==> src/mm_ram_pkg.sv <==
// mm_ram shared types, peripheral address map and debug command layout
`default_nettype none

package mm_ram_pkg;

    // --------------------
    // word types
    typedef logic [31:0] word_t;
    typedef logic [3:0]  be_t;
    typedef logic [31:0] irq_vec_t;
    typedef logic [4:0]  irq_id_t;

    // one data bus request, core side or decoded RAM side
    typedef struct packed {
        word_t addr;
        logic  we;
        be_t   be;
        word_t wdata;
    } data_req_t;

    // debug control word, msb first
    typedef struct packed {
        logic        level_value;  // value driven on debug_req
        logic        pulse_mode;   // 0 level, 1 pulse
        logic        rand_dur;     // not supported
        logic [12:0] duration;
        logic        rand_start;   // not supported
        logic [14:0] delay;
    } dbg_cmd_t;

    // data read source
    typedef enum logic {SEL_RAM, SEL_ZERO} rdata_sel_e;

    // debug request generator states
    typedef enum logic [1:0] {DBG_IDLE, DBG_DELAY, DBG_PULSE} dbg_state_e;

    // --------------------
    // pseudo peripheral map
    localparam word_t ADDR_TEST_STATUS = 32'h2000_0000;
    localparam word_t ADDR_EXIT        = 32'h2000_0004;
    localparam word_t ADDR_TIMER_MASK  = 32'h1500_0000;
    localparam word_t ADDR_TIMER_COUNT = 32'h1500_0004;
    localparam word_t ADDR_DEBUG_CTRL  = 32'h1500_0008;

    // status codes written by the test program
    localparam word_t TEST_PASS_CODE = 32'd123456789;
    localparam word_t TEST_FAIL_CODE = 32'd1;

endpackage

`default_nettype wire

==> src/mm_ram_debug_req.sv <==
// debug request generator, delay then level or delay then pulse
`timescale 1ns/1ps
`default_nettype none

module mm_ram_debug_req (
    input  wire logic                  clk_i,
    input  wire logic                  rst_ni,
    input  wire logic                  cmd_we_i,
    input  wire mm_ram_pkg::dbg_cmd_t  cmd_i,
    output logic                       debug_req_o
);

    mm_ram_pkg::dbg_state_e state_q;

    // counters sized to the command fields
    logic [14:0] delay_q;
    logic [12:0] dur_q;
    logic        level_q;
    logic        pulse_q;

    always_ff @(posedge clk_i or negedge rst_ni) begin
        if (!rst_ni) begin
            state_q     <= mm_ram_pkg::DBG_IDLE;
            delay_q     <= '0;
            dur_q       <= '0;
            level_q     <= 1'b0;
            pulse_q     <= 1'b0;
            debug_req_o <= 1'b0;
        end else begin
            case (state_q)
                // --------------------
                // take a command, only here
                mm_ram_pkg::DBG_IDLE: begin
                    if (cmd_we_i) begin
                        // zero fields count as one
                        delay_q <= (cmd_i.delay == '0) ? 15'd1 : cmd_i.delay;
                        dur_q   <= (cmd_i.duration == '0) ? 13'd1 : cmd_i.duration;
                        level_q <= cmd_i.level_value;
                        pulse_q <= cmd_i.pulse_mode;
                        state_q <= mm_ram_pkg::DBG_DELAY;
                    end
                end
                // start delay, apply value on the last count
                mm_ram_pkg::DBG_DELAY: begin
                    if (delay_q == 15'd1) begin
                        debug_req_o <= level_q;
                        state_q     <= pulse_q ? mm_ram_pkg::DBG_PULSE : mm_ram_pkg::DBG_IDLE;
                    end else begin
                        delay_q <= delay_q - 15'd1;
                    end
                end
                // pulse width, then drop back to the inverse
                mm_ram_pkg::DBG_PULSE: begin
                    if (dur_q == 13'd1) begin
                        debug_req_o <= ~level_q;
                        state_q     <= mm_ram_pkg::DBG_IDLE;
                    end else begin
                        dur_q <= dur_q - 13'd1;
                    end
                end
                default: state_q <= mm_ram_pkg::DBG_IDLE;
            endcase
        end
    end

endmodule

`default_nettype wire

==> config.mk <==
export PLATFORM = sky130hd
export DESIGN_NAME = mm_ram_debug_req
export DESIGN_NICKNAME = d
export VERILOG_FILES = /design/src/mm_ram_pkg.sv /design/src/mm_ram_debug_req.sv
export SDC_FILE = /design/constraint.sdc
export NUM_CORES = 1
export LEC_CHECK = 0
export BUFFER_PORTS_ARGS = -buffer_cell sky130_fd_sc_hd__buf_2
export CORE_MARGIN = 4
export CORE_UTILIZATION = 35
export DETAILED_ROUTE_END_ITERATION = 6
export GPL_ROUTABILITY_DRIVEN = 0
export PLACE_DENSITY = 0.65
export SYNTH_ARGS = -nofsm -noshare
export SYNTH_HDL_FRONTEND = slang
export SYNTH_SLANG_ARGS = --single-unit
==> constraint.sdc <==
create_clock -name clk_i -period 4.35 [get_ports clk_i]
set_clock_uncertainty 0.1 [all_clocks]
set_input_delay 0.2175 -clock clk_i [delete_from_list [all_inputs] [get_ports clk_i]]
set_output_delay 0.2175 -clock clk_i [all_outputs]
set_load 0.01 [all_outputs]
==> metrics.yaml <==
power_uw: 998
grt-ovfl-total: 0
cts-root-buf: "clkbuf_8"
ys_seq_area_frac: 0.386
dpl.cell_count: 349
dominantRegCellSynth: "dfrtp_1"
ios: 36
setup_viol: 0
grt_max_degree: 34
tightest_slew_ns: 1.21
n_fill_cell: 617
num_vias: 2050
synth.net_count: 294
num_antenna_cells: 0
die_area_sq_mm: 0.00744
h-tree-depth: 2
outcome: "completed"
p_per_area_mw_per_mm2: 411
die_x_um: 86.2
clock_latency_ns: 0.29
drc: 0
grt_pass1_wl_mm: 9.52
vdd_drop_max_mv: 0.187
rows: 28
cp.required_ns: 4.43
hold_path_class: "in2reg"
cp-end-kind: "flip-flop"
core_area_sq_mm: 0.00592
die_y_um: 86.2
seq_area_sq_um: 826
synth.cell_area_sq_mm: 0.00214
fin_ws_ns: 1.57
p_leak_uw: 0.000984
slew_headroom: 0.194
cp-startpoint: "delay_q[1]"
cts_resized: 0
whs_ns: 0.0628
ys_seq_elements: 33
viasPerCell: 5.74
grt_setup_unrepaired: "no"
r2r-start: "delay_q[1]"
ys_types: 48
cp-start-kind: "flip-flop"
initial_core_util: 0.362
fin_tns_setup_ns: 0
syn_to_final_growth_pct: 13.4
cts_tree: "built"
antenna_found_initial: 0
hold_viol_final: 0
nNetsFinal: 321
cp_max_fo: 18
clk_path_buf_depth: 2
reg2reg_depth: 8
io_buffers: 33
worstPathArrival_ns: 2.86
timing.final.crit_period_ns: 2.78
fin_crit_sh: 0.639
worstSetupPathType: "reg2reg"
drv_cap: 0
drive_above_1_share: 0.177
drt_pass1_iterations: 6
postRouteWirelength_mm: 5.62
antenna_left: 0
crit_end: "delay_q[14]"
r2r_slack_ns: 1.57
track_usage: 0.160
dp_hpwl_mm: 4.02
cts_made_buffers: 5
clkSlewWorstSetupHoldPaths_ns: 0.07
final_cells: 357
r2r_end: "delay_q[14]"
initialDrtViolationCount: 146
grt_pass1_vias: 2018
finalMaxSlewViolations: 0
place_ws_ns: 1.57
async_flop_share: 1.00
numClockSinks: 33
synth_cells: 255
synth_edf_count: 0
routedWlPerCell_um: 15.7
yosys_warnings: 0
multi_input_area_sq_mm: 0.00120
syn_area_per_cell_sq_um: 8.40
fmax_mhz: 360
## metal layers
| metal | part of all wire | global-route usage |
|---|---|---|
| met2 | 0.47 | 0.259 |
| met5 | 0 | 0 |
| met3 | 0.053 | 0.0380 |
| met1 | 0.46 | 0.209 |
| met4 | 0.017 | 0.0538 |
## state kept, by name, summed over array words and instances, names as in the netlist
name / flops
dur_q: 13
delay_q: 15
pulse_q: 1
level_q: 1
state_q: 2
debug_req_o: 1
## kinds of logic after synthesis
family                     share of synthesized area
AOI/OAI and AO/OA                              0.271
adders and majority gates                     0.0234
buffers and inverters                         0.0526
DFF                                            0.386
muxes                                         0.0105
and+or+nand+nor                                0.257
## cells in the final DEF, fill, tap and decap left out, types with 5 or more instances in the layout
cell type	instances
dfrtp_1	33
nand2_1	12
inv_1	8
nor3_1	16
nor2_1	30
o21ai_0	29
nor4_1	9
or4_1	5
a31oi_1	7
a21oi_1	20
clkbuf_8	6
a2bb2oi_1	5
buf_2	33
## critical path, cell delays in order (launching register included)
cell,delay (ns)
dfrtp_1,0.38
inv_1,0.10
ha_1,0.16
or4b_1,0.51
nor4_4,0.38
or2_1,0.58
inv_4,0.12
o21a_1,0.14
o22a_1,0.19
## how the worst min path moves through the flow
stage,to,cells past startpoint,slack (ns),start
2_1_floorplan,debug_req_o,0,-0.18,rst_ni
3_3_place_gp,delay_q[2],1,0.25,rst_ni
3_5_place_dp,delay_q[5],1,0.25,rst_ni
4_1_cts,level_q,2,0.05,cmd_i[31]
5_1_grt,level_q,2,0.05,cmd_i[31]
6_report,level_q,2,0.06,cmd_i[31]
## cell type report
cell class	count	share of cell area
Multi-Input combinational cell	198	0.496
Timing Repair Buffer	35	0.0752
Tap cell	75	0.0386
Inverter	9	0.0149
Clock buffer	7	0.0355
Sequential cell	33	0.340
## power breakdown
group / switching (uW) / internal [uW] / total [uW] / leakage [uW]
combinational: 135 / 129 / 263 / 0.000540
clock: 119 / 126 / 245 / 0.0000443
sequential: 100 / 389 / 490 / 0.000399
total: 354 / 644 / 998 / 0.000984
## stage by stage
stage                     cell area (sq um)  utilization
after CTS                              2430        0.410
final                                  2430        0.410
after global routing                   2430        0.410
after detailed placement               2330        0.394
after floorplan                        2140            -
after global placement                 2330        0.394
## what timing repair did
item	in CTS	in global routing
buffers inserted	0	0
hold buffers	1	0
hold endpoints to repair	33	0
## Yosys cell counts (3+ instances only)
| cell | n | share of area |
|---|---|---|
| inv_1 | 8 | 0.014 |
| nor4_1 | 9 | 0.026 |
| o2bb2ai_1 | 4 | 0.016 |
| nand2_1 | 12 | 0.021 |
| nor3b_1 | 3 | 0.011 |
| a21oi_1 | 20 | 0.047 |
| a211oi_1 | 4 | 0.014 |
| or4_1 | 5 | 0.018 |
| o22a_1 | 3 | 0.012 |
| nor2_1 | 30 | 0.053 |
| dfrtp_1 | 33 | 0.39 |
| o22ai_1 | 3 | 0.0088 |
| clkbuf_1 | 11 | 0.019 |
| nor3_1 | 16 | 0.037 |
| a31oi_1 | 7 | 0.020 |
| a2bb2oi_1 | 5 | 0.020 |
| o32ai_1 | 3 | 0.012 |
| o21ai_0 | 29 | 0.068 |
| nand2b_1 | 3 | 0.0088 |
| nor2b_1 | 4 | 0.012 |
| a22oi_1 | 4 | 0.014 |
| ha_1 | 4 | 0.023 |
Note: power is estimated with default switching activity, not from simulation.
