## config.mk

```make
export PLATFORM = sky130hd
export DESIGN_NAME = mm_ram_addr_decode
export DESIGN_NICKNAME = d
export VERILOG_FILES = /design/src/mm_ram_pkg.sv /design/src/mm_ram_addr_decode.sv
export SDC_FILE = /design/constraint.sdc
export NUM_CORES = 1
export LEC_CHECK = 0
export ABC_AREA = 1
export BUFFER_PORTS_ARGS = -buffer_cell sky130_fd_sc_hd__buf_2
export CAP_MARGIN = 0
export CORE_MARGIN = 4
export CORE_UTILIZATION = 52
export CTS_BUF_LIST = sky130_fd_sc_hd__clkbuf_8 sky130_fd_sc_hd__clkbuf_16
export CTS_CLUSTER_SIZE = 10
export DETAILED_ROUTE_END_ITERATION = 6
export HOLD_SLACK_MARGIN = 0.06
export PLACE_DENSITY = 0.89
export SYNTH_ARGS = -nofsm -noshare
export SYNTH_HDL_FRONTEND = slang
export SYNTH_SLANG_ARGS = --single-unit
export TNS_END_PERCENT = 100
```

## constraint.sdc

```tcl
create_clock -name clk_i -period 4.2 [get_ports clk_i]
set_input_delay 0.42 -clock clk_i [delete_from_list [all_inputs] [get_ports clk_i]]
set_output_delay 0.42 -clock clk_i [all_outputs]
set_load 0.05 [all_outputs]
```

## src/mm_ram_pkg.sv

```systemverilog
// mm_ram shared types, peripheral address map and debug command layout
`default_nettype none

package mm_ram_pkg;

    // --------------------
    // word types
    typedef logic [31:0] word_t;
    typedef logic [3:0]  be_t;
    typedef logic [31:0] irq_vec_t;
    typedef logic [4:0]  irq_id_t;

    // one data bus request, core side or decoded RAM side
    typedef struct packed {
        word_t addr;
        logic  we;
        be_t   be;
        word_t wdata;
    } data_req_t;

    // debug control word, msb first
    typedef struct packed {
        logic        level_value;  // value driven on debug_req
        logic        pulse_mode;   // 0 level, 1 pulse
        logic        rand_dur;     // not supported
        logic [12:0] duration;
        logic        rand_start;   // not supported
        logic [14:0] delay;
    } dbg_cmd_t;

    // data read source
    typedef enum logic {SEL_RAM, SEL_ZERO} rdata_sel_e;

    // debug request generator states
    typedef enum logic [1:0] {DBG_IDLE, DBG_DELAY, DBG_PULSE} dbg_state_e;

    // --------------------
    // pseudo peripheral map
    localparam word_t ADDR_TEST_STATUS = 32'h2000_0000;
    localparam word_t ADDR_EXIT        = 32'h2000_0004;
    localparam word_t ADDR_TIMER_MASK  = 32'h1500_0000;
    localparam word_t ADDR_TIMER_COUNT = 32'h1500_0004;
    localparam word_t ADDR_DEBUG_CTRL  = 32'h1500_0008;

    // status codes written by the test program
    localparam word_t TEST_PASS_CODE = 32'd123456789;
    localparam word_t TEST_FAIL_CODE = 32'd1;

endpackage

`default_nettype wire

```

## src/mm_ram_addr_decode.sv

```systemverilog
// data bus decoder, RAM range and debug window remap, peripheral write strobes
`timescale 1ns/1ps
`default_nettype none

module mm_ram_addr_decode #(
    parameter int RAM_ADDR_WIDTH = 16,
    parameter int DBG_ADDR_WIDTH = 14
) (
    input  wire logic                   clk_i,
    input  wire logic                   rst_ni,
    input  wire logic                   data_req_i,
    input  wire mm_ram_pkg::data_req_t  data_i,
    input  wire mm_ram_pkg::word_t      dm_halt_addr_i,
    output logic                        ram_req_o,
    output mm_ram_pkg::data_req_t       ram_o,
    output logic                        status_we_o,
    output logic                        exit_we_o,
    output logic                        mask_we_o,
    output logic                        count_we_o,
    output logic                        cmd_we_o,
    output mm_ram_pkg::rdata_sel_e      rdata_sel_o
);

    // RAM size and start of the debug code area at its top
    localparam mm_ram_pkg::word_t RAM_SIZE = mm_ram_pkg::word_t'(1) << RAM_ADDR_WIDTH;
    localparam mm_ram_pkg::word_t DBG_SIZE = mm_ram_pkg::word_t'(1) << DBG_ADDR_WIDTH;
    localparam mm_ram_pkg::word_t DBG_BASE = RAM_SIZE - DBG_SIZE;

    mm_ram_pkg::word_t      dbg_offset;
    logic                   in_dbg;
    logic                   in_ram;
    logic                   mapped;
    logic                   periph_we;
    mm_ram_pkg::rdata_sel_e rdata_sel_d;

    // --------------------
    // range checks
    // offset compare avoids overflow of halt addr + window size
    assign dbg_offset = data_i.addr - dm_halt_addr_i;
    assign in_dbg     = (data_i.addr >= dm_halt_addr_i) && (dbg_offset < DBG_SIZE);
    assign in_ram     = data_i.addr < RAM_SIZE;
    assign mapped     = in_dbg || in_ram;

    // decoded request into RAM
    always_comb begin
        ram_o = data_i;
        // debug window wins over the plain RAM range
        if (in_dbg) begin
            ram_o.addr = dbg_offset + DBG_BASE;
        end
    end

    assign ram_req_o = data_req_i && mapped;

    // --------------------
    // peripheral write strobes, single cycle
    assign periph_we   = data_req_i && data_i.we && !mapped;
    assign status_we_o = periph_we && (data_i.addr == mm_ram_pkg::ADDR_TEST_STATUS);
    assign exit_we_o   = periph_we && (data_i.addr == mm_ram_pkg::ADDR_EXIT);
    assign mask_we_o   = periph_we && (data_i.addr == mm_ram_pkg::ADDR_TIMER_MASK);
    assign count_we_o  = periph_we && (data_i.addr == mm_ram_pkg::ADDR_TIMER_COUNT);
    assign cmd_we_o    = periph_we && (data_i.addr == mm_ram_pkg::ADDR_DEBUG_CTRL);

    // --------------------
    // read source
    // unmapped or peripheral reads give zero
    always_comb begin
        rdata_sel_d = mm_ram_pkg::SEL_RAM;
        if (data_req_i && !data_i.we && !mapped) begin
            rdata_sel_d = mm_ram_pkg::SEL_ZERO;
        end
    end

    // lines up with data rvalid
    always_ff @(posedge clk_i or negedge rst_ni) begin
        if (!rst_ni) begin
            rdata_sel_o <= mm_ram_pkg::SEL_RAM;
        end else begin
            rdata_sel_o <= rdata_sel_d;
        end
    end

endmodule

`default_nettype wire

```

==> impl_metrics.ini <==
[timing]
fin_crit_ns = 3.841
period_share_pct = 91.44
tns_ns = 0
clock.fmax_mhz = 260.4
finalHoldViolations = 0
drv_slew = 0
slew_headroom_pct = 74.65
tightest_slew_ns = 0.3768
rsz0062_at_grt = false
fin_ws_ns = 0.3594
setup-violations-final = 0

[route]
ant_nets = 0
drc = 0
routedWlPerCell_um = 11.07
via_count = 4289
first_iter_violations = 229
vias_per_cell = 4.830
routed_wl_um = 9830
drtPass1Iterations = 5

[place]
hpwl_um = 8861
dp_slack_ns = 0.2755
port_buffers = 107
globalplace.congestion = 0.9836

[setup_path]
cp-end-kind = primary output
worst-setup-path-type = input port to primary output
crit_family = simple AND/OR/NAND/NOR gates
worstPathRequired_ns = 3.78
start_kind = input port
cp.arrival_ns = 3.42
cp_slowest_cell = fa_1
cp_cell_sequence = buf_2 > inv_1 > ha_1 > fa_1 > inv_1 > nand2_1 > nand2_2 > nand2_1 > nand2_2 > inv_1 > o21bai_2 > xnor2_1 > ha_1 > a21boi_2 > nand2_1 > nor2_1 > nand2_1 > nor2_2 > nand2_8 > inv_6 > nor2_1 > buf_2
worst-path-max-fanout = 28
critical_path.most_common_cell = nand2_1
critPathMaxStageDelay_ns = 0.41
path_buf_inv = 6

[synth]
syn_area_per_cell_um2 = 5.105
ys_seq_area_share_pct = 0.6761
synth_async_sr_flop_share_pct = 100.0
synth_edf_count = 0
syn_area_mm2 = 0.003701
synth_area_leaders = nand2_1, inv_1, ha_1, buf_4, nor2_1
synth_nets = 863
yosys.area.top_type_share_pct = 25.86
ys.flop_type = dfrtp_1
syn_inst = 725
synth_seq_cells = 1
yosysWarnings = 0
synth_top_area_cell = nand2_1
yosys.cell_types.count = 39

[pwr]
leakage_nw = 2.616
ir_drop_mv = 0.06522
finalPower_mw = 0.5583
power_density_mw_per_mm2 = 137.8

[die]
fp.coreArea_mm2 = 0.006869
initial_core_util_pct = 53.88
num_rows = 30
dieArea_mm2 = 0.008531
die_h_um = 92.37
io_pins = 180
fp.dieW_um = 92.37

[layout]
largest_reg_flops = 1
fillers = 764
seq_area_um2 = 25.02
syn_to_final_growth_pct = 9.500
multi_input_area_mm2 = 0.002740
largestRegisters = rdata_sel_o: 1 flops
drive_above_1_share_pct = 21.46
final_nets = 932
num_antenna_cells = 0
regMostFlops = rdata_sel_o

[global_route]
antenna_found_initial = 0
grt_util_all_layers_pct = 23.05
grt_pass1_vias = 3948
grt.busiest_layer = met2
met1_usage_pct = 31.97
grt.overflow.total = 0
grt_max_degree = 29
grt_pass1_wl_um = 16910
grtUsageMet2_pct = 39.94
met3_usage_pct = 1.543

[hold_path]
hold_path.class = input port to async pin

[cts]
cts_setup_buffers = 0
clk_pin_slew_ns = 0

[outcome]
outcome = finished, final reports clean

[run]
maxCapViolCount = 0
==> where the power goes <==
group	switching, mW	internal, mW
combinational	0.362	0.186
sequential	0.0000981	0.0103
clock	0	0
total	0.362	0.196
==> final timing paths <==
path                       startpoint           to  slack (ns)  cells after the start
worst max-delay path       data_i[37]    ram_o[56]        0.36                     22
worst min-delay path           rst_ni  rdata_sel_o        0.19                      1
max in group asynchronous      rst_ni  rdata_sel_o        3.92                      1
min in group clk_i         data_i[36]  rdata_sel_o        0.60                      2
==> cell families after synthesis <==
logic type / share of synthesized area, %
simple gates: 50.78
buf+inv: 25.66
compound gates: 7.877
fa+ha+maj: 11.70
xor+xnor: 3.313
flops: 0.6760
==> cells in the final DEF, fill, tap and decap left out, drive strengths merged <==
cell	n
a21boi	2
xor2	2
o21bai	4
nor3b	1
a21o	1
or2	1
a21oi	14
o21a	3
buf	107
o2111ai	1
ha	33
nor4	6
nand3	36
nor2	84
a31oi	2
inv	167
nand2	268
and2	3
dfrtp	1
xnor2	12
nand3b	4
nand4	14
o21ai	13
or4	2
fa	1
nor3	10
==> metrics by stage <==
stage,hold WS (ns),util [%],cell area (um2),std cells
floorplan,0.1244,-,3701,725
global placement,0.1946,58.76,4036,888
detailed placement,0.1954,58.76,4036,888
CTS,0.1957,58.76,4036,888
global route,0.2038,59.00,4053,888
finish,0.1947,59.00,4053,888
==> per-layer routing <==
metal	share of wire [%]	wire length [um]	vias up
li1	-	-	2308
met1	46	4559	1803
met2	45	4390	158
met3	7.4	732	20
met4	1.5	148	0
met5	0	0	-
==> cells in the mapped netlist, types with 2 or more instances <==
cell type / instances
buf_4: 37
o21a_1: 3
a21oi_2: 2
nor3_2: 2
nor2_2: 21
nor4_1: 6
ha_1: 33
nor2_1: 63
nand3_2: 4
nand2_1: 255
a31oi_1: 2
xnor2_1: 12
o21ai_2: 12
and2_1: 3
nand3_1: 32
nand4_1: 14
inv_2: 4
inv_1: 162
xor2_1: 2
buf_6: 2
nand2_2: 12
or4_1: 2
o21bai_1: 3
nor3_1: 8
a21oi_1: 12
nand3b_1: 4
==> final cells by class <==
class	count	share of cell area, %
Timing Repair Buffer	107	13.21
Multi-Input combinational cell	517	67.61
Sequential cell	1	0.6175
Tap cell	96	2.964
Inverter	167	15.59
==> timing repair <==
action                     CTS  global route
gates resized for setup      0             3
setup endpoints to repair    0            17
hold buffers                 0             0
Power figures use the tool's default switching activity.
