`src/mm_ram_pkg.sv`:
```
// mm_ram shared types, peripheral address map and debug command layout
`default_nettype none

package mm_ram_pkg;

    // --------------------
    // word types
    typedef logic [31:0] word_t;
    typedef logic [3:0]  be_t;
    typedef logic [31:0] irq_vec_t;
    typedef logic [4:0]  irq_id_t;

    // one data bus request, core side or decoded RAM side
    typedef struct packed {
        word_t addr;
        logic  we;
        be_t   be;
        word_t wdata;
    } data_req_t;

    // debug control word, msb first
    typedef struct packed {
        logic        level_value;  // value driven on debug_req
        logic        pulse_mode;   // 0 level, 1 pulse
        logic        rand_dur;     // not supported
        logic [12:0] duration;
        logic        rand_start;   // not supported
        logic [14:0] delay;
    } dbg_cmd_t;

    // data read source
    typedef enum logic {SEL_RAM, SEL_ZERO} rdata_sel_e;

    // debug request generator states
    typedef enum logic [1:0] {DBG_IDLE, DBG_DELAY, DBG_PULSE} dbg_state_e;

    // --------------------
    // pseudo peripheral map
    localparam word_t ADDR_TEST_STATUS = 32'h2000_0000;
    localparam word_t ADDR_EXIT        = 32'h2000_0004;
    localparam word_t ADDR_TIMER_MASK  = 32'h1500_0000;
    localparam word_t ADDR_TIMER_COUNT = 32'h1500_0004;
    localparam word_t ADDR_DEBUG_CTRL  = 32'h1500_0008;

    // status codes written by the test program
    localparam word_t TEST_PASS_CODE = 32'd123456789;
    localparam word_t TEST_FAIL_CODE = 32'd1;

endpackage

`default_nettype wire

```
`src/mm_ram_status.sv`:
```
// test status block, pass/fail pulses and exit value register
`timescale 1ns/1ps
`default_nettype none

module mm_ram_status (
    input  wire logic               clk_i,
    input  wire logic               rst_ni,
    input  wire logic               status_we_i,
    input  wire logic               exit_we_i,
    input  wire mm_ram_pkg::word_t  wdata_i,
    output logic                    tests_passed_o,
    output logic                    tests_failed_o,
    output logic                    exit_valid_o,
    output mm_ram_pkg::word_t       exit_value_o
);

    always_ff @(posedge clk_i or negedge rst_ni) begin
        if (!rst_ni) begin
            tests_passed_o <= 1'b0;
            tests_failed_o <= 1'b0;
            exit_valid_o   <= 1'b0;
            exit_value_o   <= '0;
        end else begin
            // pulses last one cycle
            // any other status code raises neither
            tests_passed_o <= status_we_i && (wdata_i == mm_ram_pkg::TEST_PASS_CODE);
            tests_failed_o <= status_we_i && (wdata_i == mm_ram_pkg::TEST_FAIL_CODE);
            exit_valid_o   <= exit_we_i;
            // exit value holds until next exit write
            if (exit_we_i) begin
                exit_value_o <= wdata_i;
            end
        end
    end

endmodule

`default_nettype wire

```
`config.mk`:
```
export PLATFORM = sky130hd
export DESIGN_NAME = mm_ram_status
export DESIGN_NICKNAME = d
export VERILOG_FILES = /design/src/mm_ram_pkg.sv /design/src/mm_ram_status.sv
export SDC_FILE = /design/constraint.sdc
export NUM_CORES = 1
export LEC_CHECK = 0
export ABC_CLOCK_PERIOD_IN_PS = 900
export BUFFER_PORTS_ARGS = -buffer_cell sky130_fd_sc_hd__clkbuf_2
export CAP_MARGIN = 10
export CORE_MARGIN = 5
export CORE_UTILIZATION = 44
export CTS_CLUSTER_DIAMETER = 150
export DETAILED_ROUTE_END_ITERATION = 12
export PLACE_DENSITY = 0.86
export SETUP_SLACK_MARGIN = 0.02
export SLEW_MARGIN = 25
export SYNTH_ARGS = -nofsm -noshare
export SYNTH_HDL_FRONTEND = slang
export SYNTH_SLANG_ARGS = --single-unit
```
`constraint.sdc`:
```
create_clock -name clk_i -period 0.9 [get_ports clk_i]
set_input_delay 0.18 -clock clk_i [delete_from_list [all_inputs] [get_ports clk_i]]
set_output_delay 0.18 -clock clk_i [all_outputs]
set_load 0.005 [all_outputs]
```
==> results.json, run 1 <==
{
  "status": "finished, violations left",
  "failing_checks": "setup timing",
  "combinational_family_with_the_most_area_after_synthesis": "multiplexers",
  "critPathLaunchType": "flip-flop",
  "cts_sinks": 35,
  "num_antenna_cells": 0,
  "path_clk_slew_ns": 0.10,
  "io-pin-count": 71,
  "vias": 1114,
  "viasPerCell": 4.95,
  "place_congestion": 0.809,
  "wl_um": 3440,
  "all_layer_global_routing_usage": 0.170,
  "post-layout-total-power_mw": 3.22,
  "cp_slowest_stage_delay_ns": 0.41,
  "final.period_utilization": 1.14,
  "drt_pass1_iterations": 4,
  "grt_antenna_before_repair": 0,
  "synth.mux.area_fraction": 0.261,
  "grt_overflow": 0,
  "ys_types": 15,
  "synth_fp_nets": 125,
  "antenna_left": 0,
  "arrival_ns": 0.85,
  "post_dp_cell_area_mm2": 0.00188,
  "start_util": 0.455,
  "layout.cell_area.non_filler_mm2": 0.00203,
  "final-setup-viol-count": 35,
  "buffer_and_inverter_count_on_the_worst_path": 1,
  "power.static_leakage_nw": 0.998,
  "remaining_drc_errors": 0,
  "cts_max_level": 2,
  "synth_warnings": 0,
  "die_width_um": 66.0,
  "cts_inserted_buffers": 5,
  "syn_area_per_cell_um2": 15.5,
  "cts_buffer_depth": 2,
  "overall_die_area_mm2": 0.00435,
  "cell_type_group_with_the_largest_total_delay_on_the_critical_path": "flip-flops",
  "standard_cell_row_count": 20,
  "layout.cells.most_common": "sky130_fd_sc_hd__clkbuf_2",
  "slew-limit-headroom": 0.796,
  "clock_latency_on_the_worst_skew_pair_ns": 0.32,
  "setup_repair_after_global_routing_missed_its_margin": "true",
  "timing.critical_path.to_type": "primary output",
  "drt-wirelength-per-cell_um": 15.3,
  "final_core_density": 0.671,
  "cts-root-buf": "sky130_fd_sc_hd__clkbuf_4",
  "filler_cell_count": 224,
  "grt_pass1_vias": 1131,
  "postSynthCellCount": 89,
  "drv.max_cap_violation_count": 0,
  "grt_start_max_net_pins": 36,
  "coreArea_mm2": 0.00303,
  "finalCriticalPeriod_ns": 1.03,
  "worst_slew_pin_slew_ns": 0.303,
  "met2_usage": 0.289,
  "drt-initial-drc-count": 18,
  "yosys.area.top_type": "sky130_fd_sc_hd__dfrtp_1",
  "design.final.nets": 216,
  "synth_simple_gate_area_share": 0.0898,
  "worst-endpoint-required_ns": 0.72,
  "sequential_to_total_area_share_from_yosys_stat": 0.635,
  "slew_viol_final": 0,
  "grt.met1_usage": 0.189,
  "final_layout_size_suffix_gt1_frac": 0.707,
  "vdd_drop_max_mv": 0.812,
  "port_buffer_count": 70,
  "fin_hold_ws_ns": 0.0878,
  "area_of_the_mapped_netlist_mm2": 0.00138,
  "post-synth-top-area-fraction": 0.635,
  "global_route.usage.met3": 0.0493,
  "synth-compound-area-share": 0,
  "hold_path_class": "in -> reg",
  "fmax_mhz": 973,
  "worst_case_clock_skew_ns": 0,
  "layout-area-overhead-vs-synth_pct": 47.5,
  "yosys.area_share.adder": 0,
  "critical_path.slowest_cell": "sky130_fd_sc_hd__dfrtp_1",
  "power_per_cell_area_mw_per_mm2": 1580,
  "global_route.peak_usage_layer": "met2",
  "final_hold_violations": 0,
  "path_cells": "clkbuf_2",
  "grt_first_pass_wirelength_um": 5350,
  "ys_top_cells_by_area": "sky130_fd_sc_hd__dfrtp_1, sky130_fd_sc_hd__mux2_2, sky130_fd_sc_hd__nor4_1, sky130_fd_sc_hd__nand4_1, sky130_fd_sc_hd__mux2_1",
  "detailed_place_hpwl_um": 2570,
  "synthXorXnorAreaFrac": 0,
  "critical_path.max_fanout": 2,
  "synth.ff_latch_count": 35,
  "tritoncts": "built",
  "setup.worst_path.class": "reg -> out",
  "final_cell_mix": "sky130_fd_sc_hd__clkbuf_2, sky130_fd_sc_hd__dfrtp_1, sky130_fd_sc_hd__mux2_2, sky130_fd_sc_hd__buf_4, sky130_fd_sc_hd__clkbuf_4",
  "dieHeight_um": 66.0,
  "postLayoutSetupSlackWorst_ns": -0.127
}
-- stage by stage --
step	setup TNS (ns)	cells	worst slack [ns]
2_1_floorplan	-0.0473	89	-0.0369
3_3_place_gp	-1.81	209	-0.260
3_5_place_dp	-2.16	209	-0.282
4_1_cts	-4.64	223	-0.156
5_1_grt	-5.89	225	-0.191
6_report	-3.83	225	-0.127
-- final timing paths --
kind	depth (start not counted)	slack, ns	start	end
max	1	-0.13	exit_value_o[17]	exit_value_o[17]
min	2	0.09	wdata_i[0]	exit_value_o[0]
max reg2reg	2	0	exit_value_o[17]	exit_value_o[17]
min reg2reg	1	0.50	exit_value_o[0]	exit_value_o[0]
max in group asynchronous	3	0.37	rst_ni	exit_value_o[17]
min in group asynchronous	3	0.36	rst_ni	exit_value_o[15]
-- cell usage after synthesis --
master,instances
sky130_fd_sc_hd__clkbuf_1,1
sky130_fd_sc_hd__nor2_1,1
sky130_fd_sc_hd__or4b_1,1
sky130_fd_sc_hd__dfrtp_1,35
sky130_fd_sc_hd__nor4_1,5
sky130_fd_sc_hd__nor3_2,1
sky130_fd_sc_hd__buf_2,3
sky130_fd_sc_hd__or4_1,1
sky130_fd_sc_hd__nand4_2,1
sky130_fd_sc_hd__mux2_2,30
sky130_fd_sc_hd__nand4_1,4
sky130_fd_sc_hd__nor4b_1,1
sky130_fd_sc_hd__mux2_1,2
sky130_fd_sc_hd__nand3_1,1
sky130_fd_sc_hd__nor3_1,2
-- worst reg2reg max path, cell delays in order (launching register included) --
cell and delay [ns]:
sky130_fd_sc_hd__dfrtp_1 0.41, sky130_fd_sc_hd__buf_4 0.14, sky130_fd_sc_hd__mux2_2 0.25
-- cell type report --
type	count	area, um2	share of cell area
Sequential cell	35	876	0.431
Tap cell	44	55.1	0.0271
Timing Repair Buffer	88	541	0.266
Clock buffer	7	45.0	0.0222
Multi-Input combinational cell	50	512	0.252
Clock inverter	1	5.00	0.00246
-- flip-flops by register name, indices dropped and copies added (netlist names) --
register        cells
exit_value_o       32
exit_valid_o        1
tests_passed_o      1
tests_failed_o      1
-- logic make-up (layout without fill, tap and decap cells) --
family,count (synthesis),in the layout
buffers and inverters,4,96
DFF,35,35
muxes,32,32
and+or+nand+nor,18,18
-- where the power goes --
part,internal [mW],leakage [nW],switching [mW]
Clock,0.304,0.0293,0.479
Combinational,0.385,0.555,0.248
Sequential,1.72,0.414,0.0812
Total,2.41,0.998,0.808
-- timing repair --
| item | 4_1_cts | 5_1_grt |
|---|---|---|
| resized for setup | 2 | 7 |
| hold buffers | 1 | 0 |
| hold endpoints to repair | 35 | 0 |
| buffers inserted | 5 | 3 |
| setup endpoints to repair | 35 | 42 |
-- metal layers --
layer / part of all wire / up-vias
li1: - / 515
met1: 0.41 / 544
met2: 0.50 / 50
met3: 0.075 / 5
met4: 0.020 / 0
met5: 0 / -
Power figures use the tool's default switching activity.
==> inputs of run 2 (changes only) <==
==> constraint.sdc (replaced) <==
create_clock -name clk_i -period 0.9 [get_ports clk_i]
set_input_delay 0.045 -clock clk_i [delete_from_list [all_inputs] [get_ports clk_i]]
set_output_delay 0.045 -clock clk_i [all_outputs]
set_load 0.005 [all_outputs]
==> results.json, run 2 (synthesis results as in run 1) <==
{
  "status": "finished, violations left",
  "failing_checks": "setup timing",
  "standard_cell_row_count": 20,
  "layout.cell_area.non_filler_mm2": 0.00224,
  "buffer_and_inverter_count_on_the_worst_path": 1,
  "registers.top_by_ff_count": "exit_value_o",
  "worst_case_clock_skew_ns": 0,
  "critical_path.max_fanout": 2,
  "final.period_utilization": 1.01,
  "path_cells": "clkbuf_2",
  "critical_path.slowest_cell": "sky130_fd_sc_hd__dfrtp_1",
  "grt_overflow": 0,
  "start_util": 0.455,
  "detailed_place_hpwl_um": 2700,
  "drt_pass1_iterations": 4,
  "hold_path_class": "in -> reg",
  "grt_pass1_vias": 1354,
  "grt_first_pass_wirelength_um": 6270,
  "final_hold_violations": 0,
  "setup_repair_after_global_routing_missed_its_margin": "true",
  "drt-initial-drc-count": 50,
  "drt-wirelength-per-cell_um": 15.9,
  "setup.worst_path.class": "reg -> out",
  "vias": 1227,
  "final_cell_mix": "sky130_fd_sc_hd__clkbuf_2, sky130_fd_sc_hd__dfrtp_1, sky130_fd_sc_hd__mux2_2, sky130_fd_sc_hd__dlygate4sd3_1, sky130_fd_sc_hd__buf_4",
  "post_dp_cell_area_mm2": 0.00185,
  "cts_buffer_depth": 2,
  "cts_max_level": 2,
  "slew_viol_final": 0,
  "overall_die_area_mm2": 0.00435,
  "final_layout_size_suffix_gt1_frac": 0.599,
  "arrival_ns": 0.87,
  "remaining_drc_errors": 0,
  "drv.max_cap_violation_count": 0,
  "power.static_leakage_nw": 1.08,
  "vdd_drop_max_mv": 1.16,
  "power_per_cell_area_mw_per_mm2": 1540,
  "wl_um": 3910,
  "place_congestion": 0.731,
  "finalCriticalPeriod_ns": 0.910,
  "worst_slew_pin_slew_ns": 0.396,
  "fmax_mhz": 1100,
  "antenna_left": 0,
  "io-pin-count": 71,
  "design.final.nets": 237,
  "final-setup-viol-count": 7,
  "die_width_um": 66.0,
  "place_ws_ns": -0.154,
  "grt_antenna_before_repair": 0,
  "postLayoutSetupSlackWorst_ns": -0.0102,
  "cts_sinks": 35,
  "path_clk_slew_ns": 0.11,
  "cts_inserted_buffers": 5,
  "dieHeight_um": 66.0,
  "cts-root-buf": "sky130_fd_sc_hd__clkbuf_4",
  "clock_latency_on_the_worst_skew_pair_ns": 0.34,
  "final_core_density": 0.739,
  "worst-endpoint-required_ns": 0.85,
  "grt_start_max_net_pins": 36,
  "num_antenna_cells": 0,
  "viasPerCell": 4.99,
  "cp_slowest_stage_delay_ns": 0.40,
  "layout.cells.most_common": "sky130_fd_sc_hd__clkbuf_2",
  "timing.critical_path.to_type": "primary output",
  "layout-area-overhead-vs-synth_pct": 62.3,
  "cell_type_group_with_the_largest_total_delay_on_the_critical_path": "flip-flops",
  "coreArea_mm2": 0.00303,
  "all_layer_global_routing_usage": 0.193,
  "critPathLaunchType": "flip-flop",
  "slew-limit-headroom": 0.733,
  "tritoncts": "built",
  "flip_flop_count_of_the_largest_register_after_layout": 32,
  "port_buffer_count": 70
}
-- run 2: cell types whose count changed in the layout (fill, tap and decap cells not counted), sizes merged --
cell / delta
dlygate4sd3: +26
dlymetal6s4s: +1
clkinv: -1
clkbuf: -1
buf: -4
-- run 2: area by class of cell --
type	instances	area, um2
fillers	201	791
repair buffers	109	744
flip-flops and latches	35	876
clock buffers	8	68.8
well taps	44	55.1
multi-input cells	50	493
-- run 2: final timing paths --
kind,start,slack [ns],end,depth (start not counted)
worst max-delay path,exit_value_o[5],-0.01,exit_value_o[5],1
worst min-delay path,wdata_i[10],0.02,tests_failed_o,4
worst max register to register,exit_value_o[10],0,exit_value_o[10],2
worst min register to register,exit_value_o[0],0.51,exit_value_o[0],1
max in group asynchronous,rst_ni,0.52,exit_value_o[23],3
min in group asynchronous,rst_ni,0.19,exit_value_o[0],3
-- run 2: power by group --
group	switching (mW)	total [mW]	internal [mW]
registers	0.0808	1.80	1.72
clock network	0.513	0.972	0.460
logic	0.259	0.674	0.415
total	0.852	3.44	2.59
-- run 2: what timing repair did --
action                                  in CTS  in global routing
hold endpoints to repair                    63                  1
buffers inserted                             2                  1
endpoints found under the setup margin      32                 39
hold buffers                                27                  1
gates resized for setup                      0                  6
pin swaps                                    0                  3
-- run 2: per-stage QoR --
step / setup TNS (ns) / hold WS, ns / power (mW) / std cells
floorplan: 0 / -0.251 / 2.01 / 89
global placement: -0.177 / 0.0165 / 2.34 / 207
detailed placement: -0.276 / 0.0211 / 2.38 / 207
CTS: -0.0607 / -0.0474 / 3.44 / 244
global route: -0.838 / 0.0178 / 3.61 / 246
finish: -0.0252 / 0.0232 / 3.44 / 246
-- run 2: layer usage --
metal,GRT usage,vias up,routed length [um]
met4,0.0990,0,114
met1,0.207,598,1490
met2,0.352,63,2030
met3,0.0442,11,270
met5,0,-,0
li1,-,555,-
==> inputs of run 3 (changes only) <==
RECOVER_POWER = 100   (was default)
==> results.json, run 3 (synthesis results as in run 1) <==
{
  "status": "finished, violations left",
  "failing_checks": "setup timing",
  "flip_flop_count_of_the_largest_register_after_layout": 32,
  "critical_path.max_fanout": 2,
  "comb_power_share": 0.192,
  "p_sw_frac": 0.249,
  "worst_slew_pin_slew_ns": 0.465,
  "post_dp_cell_area_mm2": 0.00185,
  "io-pin-count": 71,
  "cts-root-buf": "sky130_fd_sc_hd__clkbuf_4",
  "vias": 1217,
  "remaining_drc_errors": 0,
  "standard_cell_row_count": 20,
  "worst-endpoint-required_ns": 0.85,
  "all_layer_global_routing_usage": 0.193,
  "layout-area-overhead-vs-synth_pct": 60.3,
  "drt-initial-drc-count": 33,
  "start_util": 0.455,
  "registers.top_by_ff_count": "exit_value_o",
  "port_buffer_count": 70,
  "place_congestion": 0.731,
  "hold_path_class": "in -> reg",
  "power.share.clock": 0.285,
  "cts_inserted_buffers": 5,
  "drv.max_cap_violation_count": 0,
  "die_width_um": 66.0,
  "drt_pass1_iterations": 4,
  "cts_max_level": 2,
  "clock_latency_on_the_worst_skew_pair_ns": 0.35,
  "final_layout_size_suffix_gt1_frac": 0.579,
  "drt-wirelength-per-cell_um": 15.9,
  "p_int_mw": 2.58,
  "wl_um": 3900,
  "detailed_place_hpwl_um": 2700,
  "overall_die_area_mm2": 0.00435,
  "path_clk_slew_ns": 0.12,
  "dieHeight_um": 66.0,
  "final_cell_mix": "sky130_fd_sc_hd__clkbuf_2, sky130_fd_sc_hd__dfrtp_1, sky130_fd_sc_hd__mux2_2, sky130_fd_sc_hd__dlygate4sd3_1, sky130_fd_sc_hd__buf_4",
  "path_cells": "clkbuf_2",
  "final_hold_violations": 0,
  "final.period_utilization": 1.02,
  "timing.critical_path.to_type": "primary output",
  "worst_case_clock_skew_ns": 0,
  "antenna_left": 0,
  "grt_start_max_net_pins": 36,
  "layout.cell_area.non_filler_mm2": 0.00221,
  "setup_repair_after_global_routing_missed_its_margin": "true",
  "fmax_mhz": 1090,
  "grt_first_pass_wirelength_um": 6270,
  "buffer_and_inverter_count_on_the_worst_path": 1,
  "power.switching_mw": 0.857,
  "final_core_density": 0.730,
  "coreArea_mm2": 0.00303,
  "slew-limit-headroom": 0.690,
  "final-setup-viol-count": 9,
  "vdd_drop_max_mv": 1.16,
  "viasPerCell": 4.95,
  "power.share.sequential": 0.523,
  "cp_slowest_stage_delay_ns": 0.41,
  "critPathLaunchType": "flip-flop",
  "slew_viol_final": 0,
  "setup.worst_path.class": "reg -> out",
  "design.final.nets": 237,
  "grt_antenna_before_repair": 0,
  "postLayoutSetupSlackWorst_ns": -0.0144,
  "critical_path.slowest_cell": "sky130_fd_sc_hd__dfrtp_1",
  "num_antenna_cells": 0,
  "grt_overflow": 0,
  "cts_buffer_depth": 2,
  "cell_type_group_with_the_largest_total_delay_on_the_critical_path": "flip-flops",
  "layout.cells.most_common": "sky130_fd_sc_hd__clkbuf_2",
  "power_per_cell_area_mw_per_mm2": 1560,
  "finalSetupTns_ns": -0.0475,
  "filler_cell_count": 207,
  "place_ws_ns": -0.154,
  "power.static_leakage_nw": 1.07,
  "grt_pass1_vias": 1354,
  "finalCriticalPeriod_ns": 0.914,
  "arrival_ns": 0.87,
  "cts_sinks": 35,
  "tritoncts": "built"
}
==> run 3: cell count changes in the layout (fill, tap and decap cells not counted), sizes merged <==
cell | previous run | this run
buf | 13 | 11
clkbuf | 76 | 78
==> run 3: metal layers <==
metal,part of all wire,up-vias,global-route usage
met5,0,-,0
met4,0.029,0,0.0990
met3,0.068,11,0.0442
met2,0.52,55,0.352
met1,0.39,596,0.207
li1,-,555,-
==> run 3: worst paths after layout <==
path	slack, ns	startpoint	to	depth (start not counted)
max	-0.01	exit_value_o[5]	exit_value_o[5]	1
min	0.01	wdata_i[10]	tests_failed_o	4
max reg2reg	0	exit_value_o[10]	exit_value_o[10]	2
min reg2reg	0.51	exit_value_o[0]	exit_value_o[0]	1
max in group asynchronous	0.26	rst_ni	exit_value_o[28]	3
min in group asynchronous	0.29	rst_ni	exit_value_o[0]	3
==> run 3: power groups by stage <==
stage	clock [mW]	combinational [mW]	sequential, mW
6_report	0.980	0.661	1.80
5_1_grt	1.05	0.726	1.82
4_1_cts	0.985	0.656	1.80
3_5_place_dp	0	0.554	1.83
3_3_place_gp	0	0.532	1.81
2_1_floorplan	0	0.184	1.83
==> run 3: final cells by class <==
cell class,instances,area (um2),share of cell area
tap,44,55.1,0.0249
sequential,35,876,0.396
multi-input combinational,50,483,0.218
clock buffer,8,68.8,0.0311
timing repair buffer,109,728,0.329
==> run 3: stage by stage <==
step / total power [mW] / cells / hold WS, ns
2_1_floorplan: 2.01 / 89 / -0.251
3_3_place_gp: 2.34 / 207 / 0.0165
3_5_place_dp: 2.38 / 207 / 0.0211
4_1_cts: 3.44 / 244 / -0.0474
5_1_grt: 3.59 / 246 / 0.0112
6_report: 3.44 / 246 / 0.0117
==> run 3: worst reg2reg max path: cells and delay by family (launching register included) <==
family	cells	cell delay [ns]
DFF	1	0.40
buffers and inverters	1	0.13
muxes	1	0.26
==> run 3: what timing repair did <==
action                                  in CTS  in global routing
endpoints found under the setup margin      32                 39
endpoints found under the hold margin       63                  1
hold buffers                                27                  1
buffers inserted                             2                  1
pin swaps                                    0                  3
resized for setup                            0                  6
