`src/mm_ram_pkg.sv`:
```
// mm_ram shared types, peripheral address map and debug command layout
`default_nettype none

package mm_ram_pkg;

    // --------------------
    // word types
    typedef logic [31:0] word_t;
    typedef logic [3:0]  be_t;
    typedef logic [31:0] irq_vec_t;
    typedef logic [4:0]  irq_id_t;

    // one data bus request, core side or decoded RAM side
    typedef struct packed {
        word_t addr;
        logic  we;
        be_t   be;
        word_t wdata;
    } data_req_t;

    // debug control word, msb first
    typedef struct packed {
        logic        level_value;  // value driven on debug_req
        logic        pulse_mode;   // 0 level, 1 pulse
        logic        rand_dur;     // not supported
        logic [12:0] duration;
        logic        rand_start;   // not supported
        logic [14:0] delay;
    } dbg_cmd_t;

    // data read source
    typedef enum logic {SEL_RAM, SEL_ZERO} rdata_sel_e;

    // debug request generator states
    typedef enum logic [1:0] {DBG_IDLE, DBG_DELAY, DBG_PULSE} dbg_state_e;

    // --------------------
    // pseudo peripheral map
    localparam word_t ADDR_TEST_STATUS = 32'h2000_0000;
    localparam word_t ADDR_EXIT        = 32'h2000_0004;
    localparam word_t ADDR_TIMER_MASK  = 32'h1500_0000;
    localparam word_t ADDR_TIMER_COUNT = 32'h1500_0004;
    localparam word_t ADDR_DEBUG_CTRL  = 32'h1500_0008;

    // status codes written by the test program
    localparam word_t TEST_PASS_CODE = 32'd123456789;
    localparam word_t TEST_FAIL_CODE = 32'd1;

endpackage

`default_nettype wire

```
`src/mm_ram_irq_timer.sv`:
```
// countdown timer that loads a masked interrupt vector, cleared per bit on acknowledge
`timescale 1ns/1ps
`default_nettype none

module mm_ram_irq_timer (
    input  wire logic                 clk_i,
    input  wire logic                 rst_ni,
    input  wire logic                 mask_we_i,
    input  wire logic                 count_we_i,
    input  wire mm_ram_pkg::word_t    wdata_i,
    input  wire logic                 irq_ack_i,
    input  wire mm_ram_pkg::irq_id_t  irq_id_i,
    output mm_ram_pkg::irq_vec_t      irq_o
);

    mm_ram_pkg::irq_vec_t mask_q;
    mm_ram_pkg::word_t    count_q;

    always_ff @(posedge clk_i or negedge rst_ni) begin
        if (!rst_ni) begin
            mask_q  <= '0;
            count_q <= '0;
            irq_o   <= '0;
        end else begin
            if (mask_we_i) begin
                mask_q <= wdata_i;
            end

            // --------------------
            // counter, stops at zero
            if (count_we_i) begin
                count_q <= wdata_i;
            end else if (count_q != '0) begin
                count_q <= count_q - 1'b1;
            end

            // fire on the last count, v edges after the write
            // firing wins over a same-edge ack
            if (count_q == 32'd1) begin
                irq_o <= mask_q;
            end else if (irq_ack_i) begin
                irq_o[irq_id_i] <= 1'b0;
            end
        end
    end

endmodule

`default_nettype wire

```
`config.mk`:
```
export PLATFORM = sky130hd
export DESIGN_NAME = mm_ram_irq_timer
export DESIGN_NICKNAME = d
export VERILOG_FILES = /design/src/mm_ram_pkg.sv /design/src/mm_ram_irq_timer.sv
export SDC_FILE = /design/constraint.sdc
export NUM_CORES = 1
export LEC_CHECK = 0
export BUFFER_PORTS_ARGS = -buffer_cell sky130_fd_sc_hd__buf_4
export CAP_MARGIN = 20
export CORE_MARGIN = 4
export CORE_UTILIZATION = 40
export CTS_CLUSTER_DIAMETER = 200
export DETAILED_ROUTE_END_ITERATION = 10
export GPL_TIMING_DRIVEN = 0
export PLACE_DENSITY = 0.65
export SETUP_SLACK_MARGIN = 0.2
export SLEW_MARGIN = 20
export SYNTH_ARGS = -nofsm -noshare
export SYNTH_HDL_FRONTEND = slang
export SYNTH_SLANG_ARGS = --single-unit
```
`constraint.sdc`:
```
create_clock -name clk_i -period 2.6 [get_ports clk_i]
set_input_delay 0.26 -clock clk_i [delete_from_list [all_inputs] [get_ports clk_i]]
set_output_delay 0.26 -clock clk_i [all_outputs]
set_load 0.005 [all_outputs]
```
==> summary.txt, run 1 <==
Run status
  – Status: complete, no violations

Placed design
  – I/O Buffers: 72
  – GPL Wtd Cong: 0.864
  – DP HPWL: approximately 9500 um
  – Post-Place Cells: 700

Detailed routing
  – First drt pass iteration count: 4
  – WL final: 12700 um
  – Iter 0 DRT Violations: between 300 and 400
  – Routed via count: 3950
  – Vias/cell: between 5 and 6
  – DR WL/cell: ~18 um
  – Post-DRT Antenna Nets: 0
  – Post-route DRC: 0

Global route
  – Number of global-route vias before repair: between 4k and 5k
  – Pin count of the biggest net entering global routing: 97
  – Tot GR Track Use: 0.184
  – M1 GR Usage: 0.240
  – GRT busiest layer: met2
  – Routing usage on met3: 0.0370
  – Initial antenna violation count: 0
  – GR met2 Demand/Resource: 0.297
  – GRT Residual Overflow: 0
  – First-pass GRT wire length: between 20000 and 25000 um

Power and ir drop
  – Pwr Total: around 3.8 mW
  – PD cells: 641 mW/mm^2
  – Switch share: 0.281
  – Leak: about 2.8 nW
  – Internal power: about 2.7 mW
  – Clk pwr share: 0.324
  – Sequential power share: 0.488
  – Combinational share of power: 0.187
  – NetSw: approximately 1.1 mW
  – Maximum vdd drop: 0.321 mV

Critical path
  – WP data arrival: between 2 and 3 ns
  – CP max stage delay: around 0.46 ns
  – Critical-path cell list: nor4_2 -> buf_2 -> nand4_1 -> o41a_1 -> a2111oi_2
  – Worst setup path category: reg2reg
  – Req. time, crit path: between 2 and 3 ns
  – Setup crit start kind: flop
  – Delay-heaviest family, CP: compound AO/OA/AOI/OAI gates
  – Critical path endpoint category: flop
  – CP max-delay cell: o41a_1
  – CP Buf/Inv Count: 1
  – Worst-path fanout max: 10

Synth
  – Synth Instances: between 400 and 500
  – Yosys Warn Count: 0
  – Most common cell in the netlist: dfrtp_1
  – FFs w/ async S/R, synth: 1.00
  – Top post-synthesis cells by area: dfrtp_1, o21ai_0, mux2i_1, nand2_1, inv_1
  – Post-synth EDFFs: 0
  – Synth Register Bits: 96
  – Area leader, netlist: dfrtp_1
  – Seq/Total Area, Yosys: 0.499
  – Cell Area, Synth: slightly below 0.005 sq mm
  – Syn nets: between 500 and 600
  – Post-synth cell types: between 50 and 60
  – Main flop type after synthesis: dfrtp_1
  – Syn avg cell area: between 9 and 10 sq um
  – Synth cell count leaders: dfrtp_1, o21ai_0, nand2_1
  – Yosys top cell area share: 0.499

STA
  – Worst-margin pin slew: around 0.86 ns
  – Final setup violation count: 0
  – Final Cycle Share: 0.878
  – Slew Limit Fails: 0
  – TNS Setup: 0 ns
  – Slew margin rel.: 0.425
  – Clock Skew: about 0.0035 ns
  – Final hold vios: 0
  – Worst hold slack: about 0.010 ns
  – Fin crit period: about 2.3 ns
  – RSZ-0062 raised after global routing: false
  – FMAX: around 0.44 GHz

Clocking
  – H-tree Lvls: 3
  – CTS hold repair buffers: 0
  – Clk buf depth: 2
  – CTS tree: done
  – Reg clk slew, reported paths: roughly 0.060 ns
  – CTS root buffer: clkbuf_16
  – TritonCTS buffer count: 9
  – # clock sinks: between 90 and 100
  – Clock latency on the worst-skew pair: around 0.34 ns

Layout
  – Final Net Count: a little over 600
  – Layout Utilization: 0.504
  – Layout cells sized above 1: 0.207
  – Cell Count, Final, Fillers Out: 718
  – Area grow syn2layout: 21.5%
  – ANT cells: 0
  – Filler cells: 1063

Die
  – I/O pin count: 74
  – Die width: roughly 120 um
  – Core Area: between 0.01 and 0.015 sq mm
  – Chip height: between 100 and 150 um
  – Initial Util: 0.415
  – FP Rows: 39
  – Die Area: 0.0139 sq mm

Min path
  – Hold WC Path Type: in2async

Flow run
  – Max Cap Viol: 0
## registers in the layout (all words and copies together) (netlist names)
signal / cells
count_q: 32
mask_q: 32
irq_o: 32
## worst register-to-register path: cells and delay by family, from the launching register on
| family | cells | cell delay [ns] |
|---|---|---|
| AO/OA/AOI/OAI | 2 | 0.76 |
| AND/OR/NAND/NOR | 2 | 0.72 |
| flip-flops | 1 | 0.44 |
| buffers and inverters | 1 | 0.26 |
## final cells by class
type                       count  area, sq um  share of cell area
inverter                      44          165              0.0282
sequential                    96         2400               0.410
multi-input combinational    315         2130               0.365
buffer                        30          148              0.0252
clock inverter                 4         30.0             0.00513
timing repair buffer          74          559              0.0955
tap                          143          179              0.0306
clock buffer                  12          236              0.0404
## cell usage in the layout, fill, tap and decap left out, types with 3 or more instances in the layout
cell type,count
a2111oi_0,5
a211oi_1,3
a22oi_1,4
a311oi_1,5
and4_1,6
buf_2,6
buf_4,74
buf_6,4
clkbuf_1,20
clkbuf_16,9
dfrtp_1,96
inv_1,44
mux2_2,4
mux2i_1,32
nand2_1,56
nand3_1,6
nand3b_1,5
nand4_1,6
nor2_1,19
nor3_1,7
nor4_1,8
nor4_2,3
o211ai_1,4
o21ai_0,68
o31ai_1,6
o41ai_1,4
or3_1,5
or4_1,4
xnor2_1,7
xor2_1,6
## metrics by stage
step	worst slack [ns]	area [sq um]
global route	0.201	5850
detailed placement	0.198	5540
finish	0.318	5850
floorplan	0.616	4820
global placement	0.247	5540
CTS	0.213	5810
## repair_timing
action,4_1_cts,5_1_grt
pin swaps,0,2
gates resized for setup,2,6
setup buffers,0,2
gates cloned,0,0
endpoints found under the setup margin,11,17
## worst paths after layout
path / start / endpoint / slack (ns) / depth (start not counted)
max: count_q[3] / count_q[31] / 0.32 / 5
min: rst_ni / irq_o[13] / 0.01 / 1
max reg2reg: count_q[3] / count_q[31] / 0.32 / 5
min reg2reg: mask_q[16] / mask_q[16] / 0.51 / 1
max in group asynchronous: rst_ni / count_q[25] / 2.02 / 1
min in group clk_i: wdata_i[11] / mask_q[11] / 0.14 / 3
## routing by layer
metal  part of all wire  routed length, um
met4              0.023                297
met2               0.49               6190
met3              0.045                573
met1               0.44               5660
met5                  0                  0
## cell families (layout without fill, tap and decap cells)
| logic type | Yosys count | in the layout | synth area share |
|---|---|---|---|
| muxes | 36 | 36 | 0.0758 |
| buffers and inverters | 74 | 164 | 0.0641 |
| AOI/OAI and AO/OA | 117 | 117 | 0.157 |
| DFF | 96 | 96 | 0.499 |
| and+or+nand+nor | 147 | 147 | 0.176 |
| xor gates and xnor gates | 13 | 13 | 0.0236 |
| adders and majority gates | 2 | 2 | 0.00519 |
## power by group through the flow
stage	sequential, mW	clock (mW)	combinational (mW)
6_report	1.83	1.22	0.702
3_5_place_dp	1.85	0	0.703
2_1_floorplan	1.84	0	0.334
3_3_place_gp	1.85	0	0.686
5_1_grt	1.86	1.31	0.784
4_1_cts	1.83	1.24	0.707
Note: power is estimated with default switching activity, not from simulation.
==> inputs of run 2 (changes only) <==
- CELL_PAD_IN_SITES_DETAIL_PLACEMENT: default -> 1
- CELL_PAD_IN_SITES_GLOBAL_PLACEMENT: default -> 1
- PLACE_DENSITY: 0.65 -> 0.81
- clock period: 2.6 -> 2 ns (I/O delays scaled with it)
==> summary.txt, run 2 (synthesis gave the netlist of run 1 again) <==
Layout
  – Leading cell type in the layout, fill and taps excluded: buf_4
  – Most frequent cells in the layout: buf_4, dfrtp_1, o21ai_0, nand2_1, inv_1
  – ANT cells: 0 (unchanged)
  – Layout cells sized above 1: 0.370 (+0.163)
  – Filler cells: 1246 (+17%)
  – Layout Utilization: 0.593 (+0.0886)
  – Register Area: 0.00241 sq mm (+0.36%)
  – Final Net Count: 669 (+9.0%)
  – Area grow syn2layout: 42.8%
  – Area occupied by multi-input gates: 0.00255 sq mm (+20%)
  – Top flop regs: count_q (32), irq_o (32), mask_q (32)

Detailed routing
  – Post-DRT Antenna Nets: 0 (unchanged)
  – DR WL met3: 1140 um (+100%)
  – Routed via count: 4733 (+20%)
  – Post-route DRC: 0 (unchanged)
  – Top routing layer in use: met4
  – Metal2 WL: 9940 um (+61%)
  – Wl on met1: 8030 um (+42%)
  – First drt pass iteration count: 4 (unchanged)
  – WL final: 20200 um (+59%)
  – Vias/cell: 6.12 (+11%)
  – DR WL/cell: 26.2 um (+48%)
  – Iter 0 DRT Violations: 432 (+33%)

Min path
  – Hold WC Path Type: in2reg
  – Hold-critical path depth: 3

STA
  – Slew margin rel.: 0.384 (-0.0411)
  – TNS Setup: -8.31 ns (-8.31 ns)
  – Final hold vios: 0 (unchanged)
  – Slew Limit Fails: 0 (unchanged)
  – Final setup margin: -0.217 ns (-0.535 ns)
  – RSZ-0062 raised after global routing: true
  – Worst-margin pin slew: 0.924 ns (+0.0617 ns)
  – Fin crit period: 2.22 ns (-0.0647 ns)
  – Clock Skew: 0.00915 ns (+0.00569 ns)
  – Final setup violation count: 62 (+62)
  – Final Cycle Share: 1.11 (+0.231)
  – FMAX: 0.451 GHz (+2.9%)

Die
  – Die Area: 0.0139 sq mm (unchanged)
  – FP Rows: 39 (unchanged)
  – I/O pin count: 74 (unchanged)
  – Die width: 118 um (unchanged)
  – Core Area: 0.0116 sq mm (unchanged)
  – Chip height: 118 um (unchanged)
  – Initial Util: 0.415 (unchanged)

Clocking
  – CTS root buffer: clkbuf_16
  – # clock sinks: 96 (unchanged)
  – H-tree Lvls: 3 (unchanged)
  – TritonCTS buffer count: 9 (unchanged)
  – Clk buf depth: 2 (unchanged)
  – Reg clk slew, reported paths: 0.07 ns (about the same)
  – CTS tree: done
  – Clock latency on the worst-skew pair: 0.35 ns (about the same)

Critical path
  – Setup crit start kind: flop
  – Worst setup path category: reg2reg
  – WP data arrival: 2.44 ns (-0.07 ns)
  – R2R depth: 8 (+3)
  – Worst-path fanout max: 4 (-6)
  – Critical path endpoint category: flop
  – Req. time, crit path: 2.22 ns (-0.61 ns)

Power and ir drop
  – Pwr Total: 5.69 mW (+52%)
  – Leak: 3.21 nW (+16%)
  – Maximum vdd drop: 0.427 mV (+33%)
  – PD cells: 827 mW/mm^2 (+29%)

Global route
  – GRT Residual Overflow: 0 (unchanged)
  – Number of global-route vias before repair: 4965 (+22%)
  – First-pass GRT wire length: 27800 um (+34%)
  – Tot GR Track Use: 0.251 (+0.0664)
  – Pin count of the biggest net entering global routing: 97 (unchanged)
  – Initial antenna violation count: 0 (unchanged)

Placed design
  – I/O Buffers: 72 (unchanged)
  – DP HPWL: 10800 um (+13%)
  – GPL Wtd Cong: 0.863 (-0.14%)

Run status
  – Status: finished with violations
  – Failing checks: negative setup slack

Flow run
  – Max Cap Viol: 0 (unchanged)
-- run 2: routing by layer --
layer | vias up | track usage
met3 | 88 | 0.0457
met4 | 0 | 0.103
li1 | 2014 | -
met5 | - | 0
met1 | 2405 | 0.308
met2 | 226 | 0.434
-- run 2: worst max-delay path, stage by stage (launching register included) --
cell     delay, ns
dfrtp_1       0.40
buf_6         0.13
or4_4         0.49
buf_6         0.15
nor3_4        0.26
buf_6         0.15
buf_6         0.11
a21oi_2       0.06
a221o_1       0.35
-- run 2: where the power goes --
part	switching, mW	total, mW	internal, mW
logic	0.681	1.29	0.608
clock network	0.841	1.99	1.15
registers	0.211	2.42	2.21
-- run 2: what timing repair did --
item | in CTS | in global routing
gates resized for setup | 80 | 40
setup buffers | 32 | 23
hold buffers | 1 | 0
pin swaps | 23 | 26
gates cloned | 1 | 0
hold endpoints to repair | 14 | 0
setup endpoints to repair | 64 | 64
-- run 2: layout make-up --
| type | count | share of cell area |
|---|---|---|
| Sequential cell | 96 | 0.350 |
| Timing Repair Buffer | 129 | 0.152 |
| Multi-Input combinational cell | 315 | 0.371 |
| Clock buffer | 11 | 0.0353 |
| Clock inverter | 5 | 0.0125 |
| Buffer | 30 | 0.0289 |
| Tap cell | 143 | 0.0260 |
| Inverter | 44 | 0.0240 |
-- run 2: per-stage QoR --
stage                     instance area (sq um)  std cells  hold WS (ns)  worst slack [ns]
after global placement                     5620        700         0.421            -0.249
final                                      6880        773        0.0817            -0.217
after CTS                                  6500        750        0.0684            -0.127
after global routing                       6880        773        0.0834            -0.321
after detailed placement                   5620        700         0.364            -0.341
after floorplan                            4900        485       -0.0956            0.0602
-- run 2: path summary, 6_finish.rpt --
kind                             startpoint     endpoint  slack, ns
max in group asynchronous            rst_ni   count_q[3]       0.82
min in group asynchronous            rst_ni  count_q[27]       0.47
worst max-delay path            count_q[16]  count_q[18]      -0.22
worst min register to register    mask_q[2]     irq_o[2]       0.53
worst max register to register  count_q[16]  count_q[18]      -0.22
worst min-delay path            wdata_i[10]  count_q[10]       0.08
==> inputs of run 3 (changes only) <==
- CORE_UTILIZATION: 40 -> 33
- PLACE_DENSITY: 0.81 -> 0.7
==> summary.txt, run 3 (synthesis gave the netlist of run 1 again) <==
Run status
  – Status: finished with violations
  – Failing checks: negative setup slack

Detailed routing
  – Routed via count: 4319 (-8.7%)
  – DR WL/cell: 20.9 um (-20%)
  – Vias/cell: 5.43 (-11%)
  – First drt pass iteration count: 4 (unchanged)
  – Post-route DRC: 0 (unchanged)
  – Post-DRT Antenna Nets: 0 (unchanged)
  – WL final: 16600 um (-18%)
  – Iter 0 DRT Violations: 305 (-29%)

Clocking
  – TritonCTS buffer count: 9 (unchanged)
  – Clk buf depth: 2 (unchanged)
  – CTS root buffer: clkbuf_16
  – H-tree Lvls: 3 (unchanged)
  – Clock latency on the worst-skew pair: 0.35 ns (about the same)
  – CTS tree: done
  – # clock sinks: 96 (unchanged)
  – Reg clk slew, reported paths: 0.07 ns (about the same)

Global route
  – Number of global-route vias before repair: 4591 (-7.5%)
  – GR met2 Demand/Resource: 0.340 (-0.0942)
  – M1 GR Usage: 0.244 (-0.0645)
  – Pin count of the biggest net entering global routing: 97 (unchanged)
  – Tot GR Track Use: 0.193 (-0.0577)
  – Initial antenna violation count: 0 (unchanged)
  – Routing usage on met3: 0.0311 (-0.0145)
  – GRT Residual Overflow: 0 (unchanged)
  – GRT busiest layer: met2
  – First-pass GRT wire length: 25000 um (-9.9%)

Placed design
  – I/O Buffers: 72 (unchanged)
  – GPL Wtd Cong: 0.821 (-4.9%)
  – DP HPWL: 11100 um (+2.8%)
  – Post-Place Cells: 737 (+5.3%)

Layout
  – Leading cell type in the layout, fill and taps excluded: buf_4
  – Layout cells sized above 1: 0.341 (-0.0284)
  – ANT cells: 0 (unchanged)
  – Cell Count, Final, Fillers Out: 795 (+2.8%)
  – Area grow syn2layout: 38.1%
  – Final Net Count: 654 (-2.2%)
  – Most frequent cells in the layout: buf_4, dfrtp_1, o21ai_0, nand2_1, inv_1
  – Top flop regs: count_q (32), irq_o (32), mask_q (32)

Critical path
  – Reg-to-reg endpoint: irq_o[23]
  – Worst setup path category: reg2reg
  – Critical path endpoint category: flop
  – CP max stage delay: 0.47 ns (-0.02 ns)
  – CP max-delay cell: or4_4
  – R2R Setup Slk: -0.12 ns (+0.10 ns)
  – R2R depth: 7 (-1)
  – Stages on worst setup path: 7 (-1)
  – Worst-path fanout max: 10 (+6)
  – Setup crit start kind: flop
  – Critical-path cell list: buf_6 -> or4_4 -> buf_6 -> nor3_4 -> nand4_4 -> buf_8 -> mux2i_2
  – CP most frequent cell: buf_6
  – CP Buf/Inv Count: 3 (-1)
  – Req. time, crit path: 2.22 ns (about the same)
  – Worst r2r src: count_q[16]
  – Delay-heaviest family, CP: simple AND/OR/NAND/NOR gates
  – WP data arrival: 2.34 ns (-0.10 ns)

Power and ir drop
  – Leak: 3.08 nW (-3.9%)
  – Maximum vdd drop: 0.463 mV (+8.4%)
  – PD cells: 811 mW/mm^2 (-1.9%)

Min path
  – Hold WC Path Type: in2reg
  – Hold Path End: mask_q[25]
  – Hold-critical path depth: 3 (unchanged)
  – Min-delay src: wdata_i[25]

STA
  – Slew margin rel.: 0.388 (+0.00372)
  – Worst-margin pin slew: 0.918 ns (-0.00558 ns)
  – FMAX: 0.472 GHz (+4.6%)
  – Final setup violation count: 48 (-23%)
  – Worst hold slack: 0.0654 ns (-0.0163 ns)
  – Final Cycle Share: 1.06 (-0.0484)
  – Fin crit period: 2.12 ns (-0.0969 ns)
  – Final hold vios: 0 (unchanged)
  – Final setup margin: -0.121 ns (+0.0969 ns)
  – Slew Limit Fails: 0 (unchanged)
  – Clock Skew: 0.00823 ns (-0.000927 ns)
  – RSZ-0062 raised after global routing: true

Die
  – Die Area: 0.0166 sq mm (+20%)
  – Chip height: 129 um (+9.4%)
  – FP Rows: 43 (+10%)
  – Initial Util: 0.342 (-0.0731)
  – Core Area: 0.0141 sq mm (+21%)
  – Die width: 129 um (+9.4%)
  – I/O pin count: 74 (unchanged)

Flow run
  – Max Cap Viol: 0 (unchanged)
[run 3: tightest hold or removal path: stages]
cell     delay (ns)
buf_4          0.08
nand2_1        0.04
o21ai_0        0.06
[run 3: what timing repair did]
| action | CTS | global route |
|---|---|---|
| hold buffers | 1 | 0 |
| buffers inserted | 24 | 16 |
| gates cloned | 0 | 1 |
| hold endpoints to repair | 33 | 0 |
| pin swaps | 11 | 23 |
| resized for setup | 31 | 58 |
| endpoints found under the setup margin | 64 | 64 |
[run 3: area by class of cell]
class | count | area (sq um)
buffer | 30 | 194
clock buffer | 10 | 239
clock inverter | 6 | 73.8
fill | 1562 | 7440
inverter | 44 | 165
multi-input combinational | 315 | 2460
sequential | 96 | 2410
tap | 180 | 225
timing repair buffer | 114 | 896
[run 3: metal layers]
metal / vias up / share of wire
met1: 2204 / 0.42
met2: 104 / 0.52
met5: - / 0
met3: 25 / 0.037
li1: 1986 / -
met4: 0 / 0.021
[run 3: where the power goes]
group	leakage, nW	internal [mW]	switching, mW
sequential	1.14	2.21	0.198
combinational	1.79	0.570	0.587
clock	0.148	1.02	0.815
[run 3: worst max-delay path by stage]
stage                 from     endpoint  slack (ns)
6_report       count_q[16]    irq_o[23]       -0.12
5_1_grt        count_q[18]  count_q[31]       -0.21
4_1_cts        count_q[16]  count_q[31]       -0.11
3_5_place_dp    count_q[2]  count_q[17]       -0.32
3_3_place_gp    count_q[2]  count_q[17]       -0.29
2_1_floorplan  count_q[16]  count_q[23]        0.06
[run 3: per-stage QoR]
step | TNS [ns] | setup WS [ns] | cell area, sq um | utilization | total power, mW
CTS | -2.86 | -0.108 | 6280 | 0.446 | 5.32
global route | -6.67 | -0.210 | 6660 | 0.472 | 5.66
global placement | -8.83 | -0.292 | 5660 | 0.402 | 3.33
finish | -3.59 | -0.121 | 6660 | 0.472 | 5.40
floorplan | 0 | 0.0602 | 4900 | - | 2.84
detailed placement | -10.85 | -0.321 | 5670 | 0.402 | 3.39
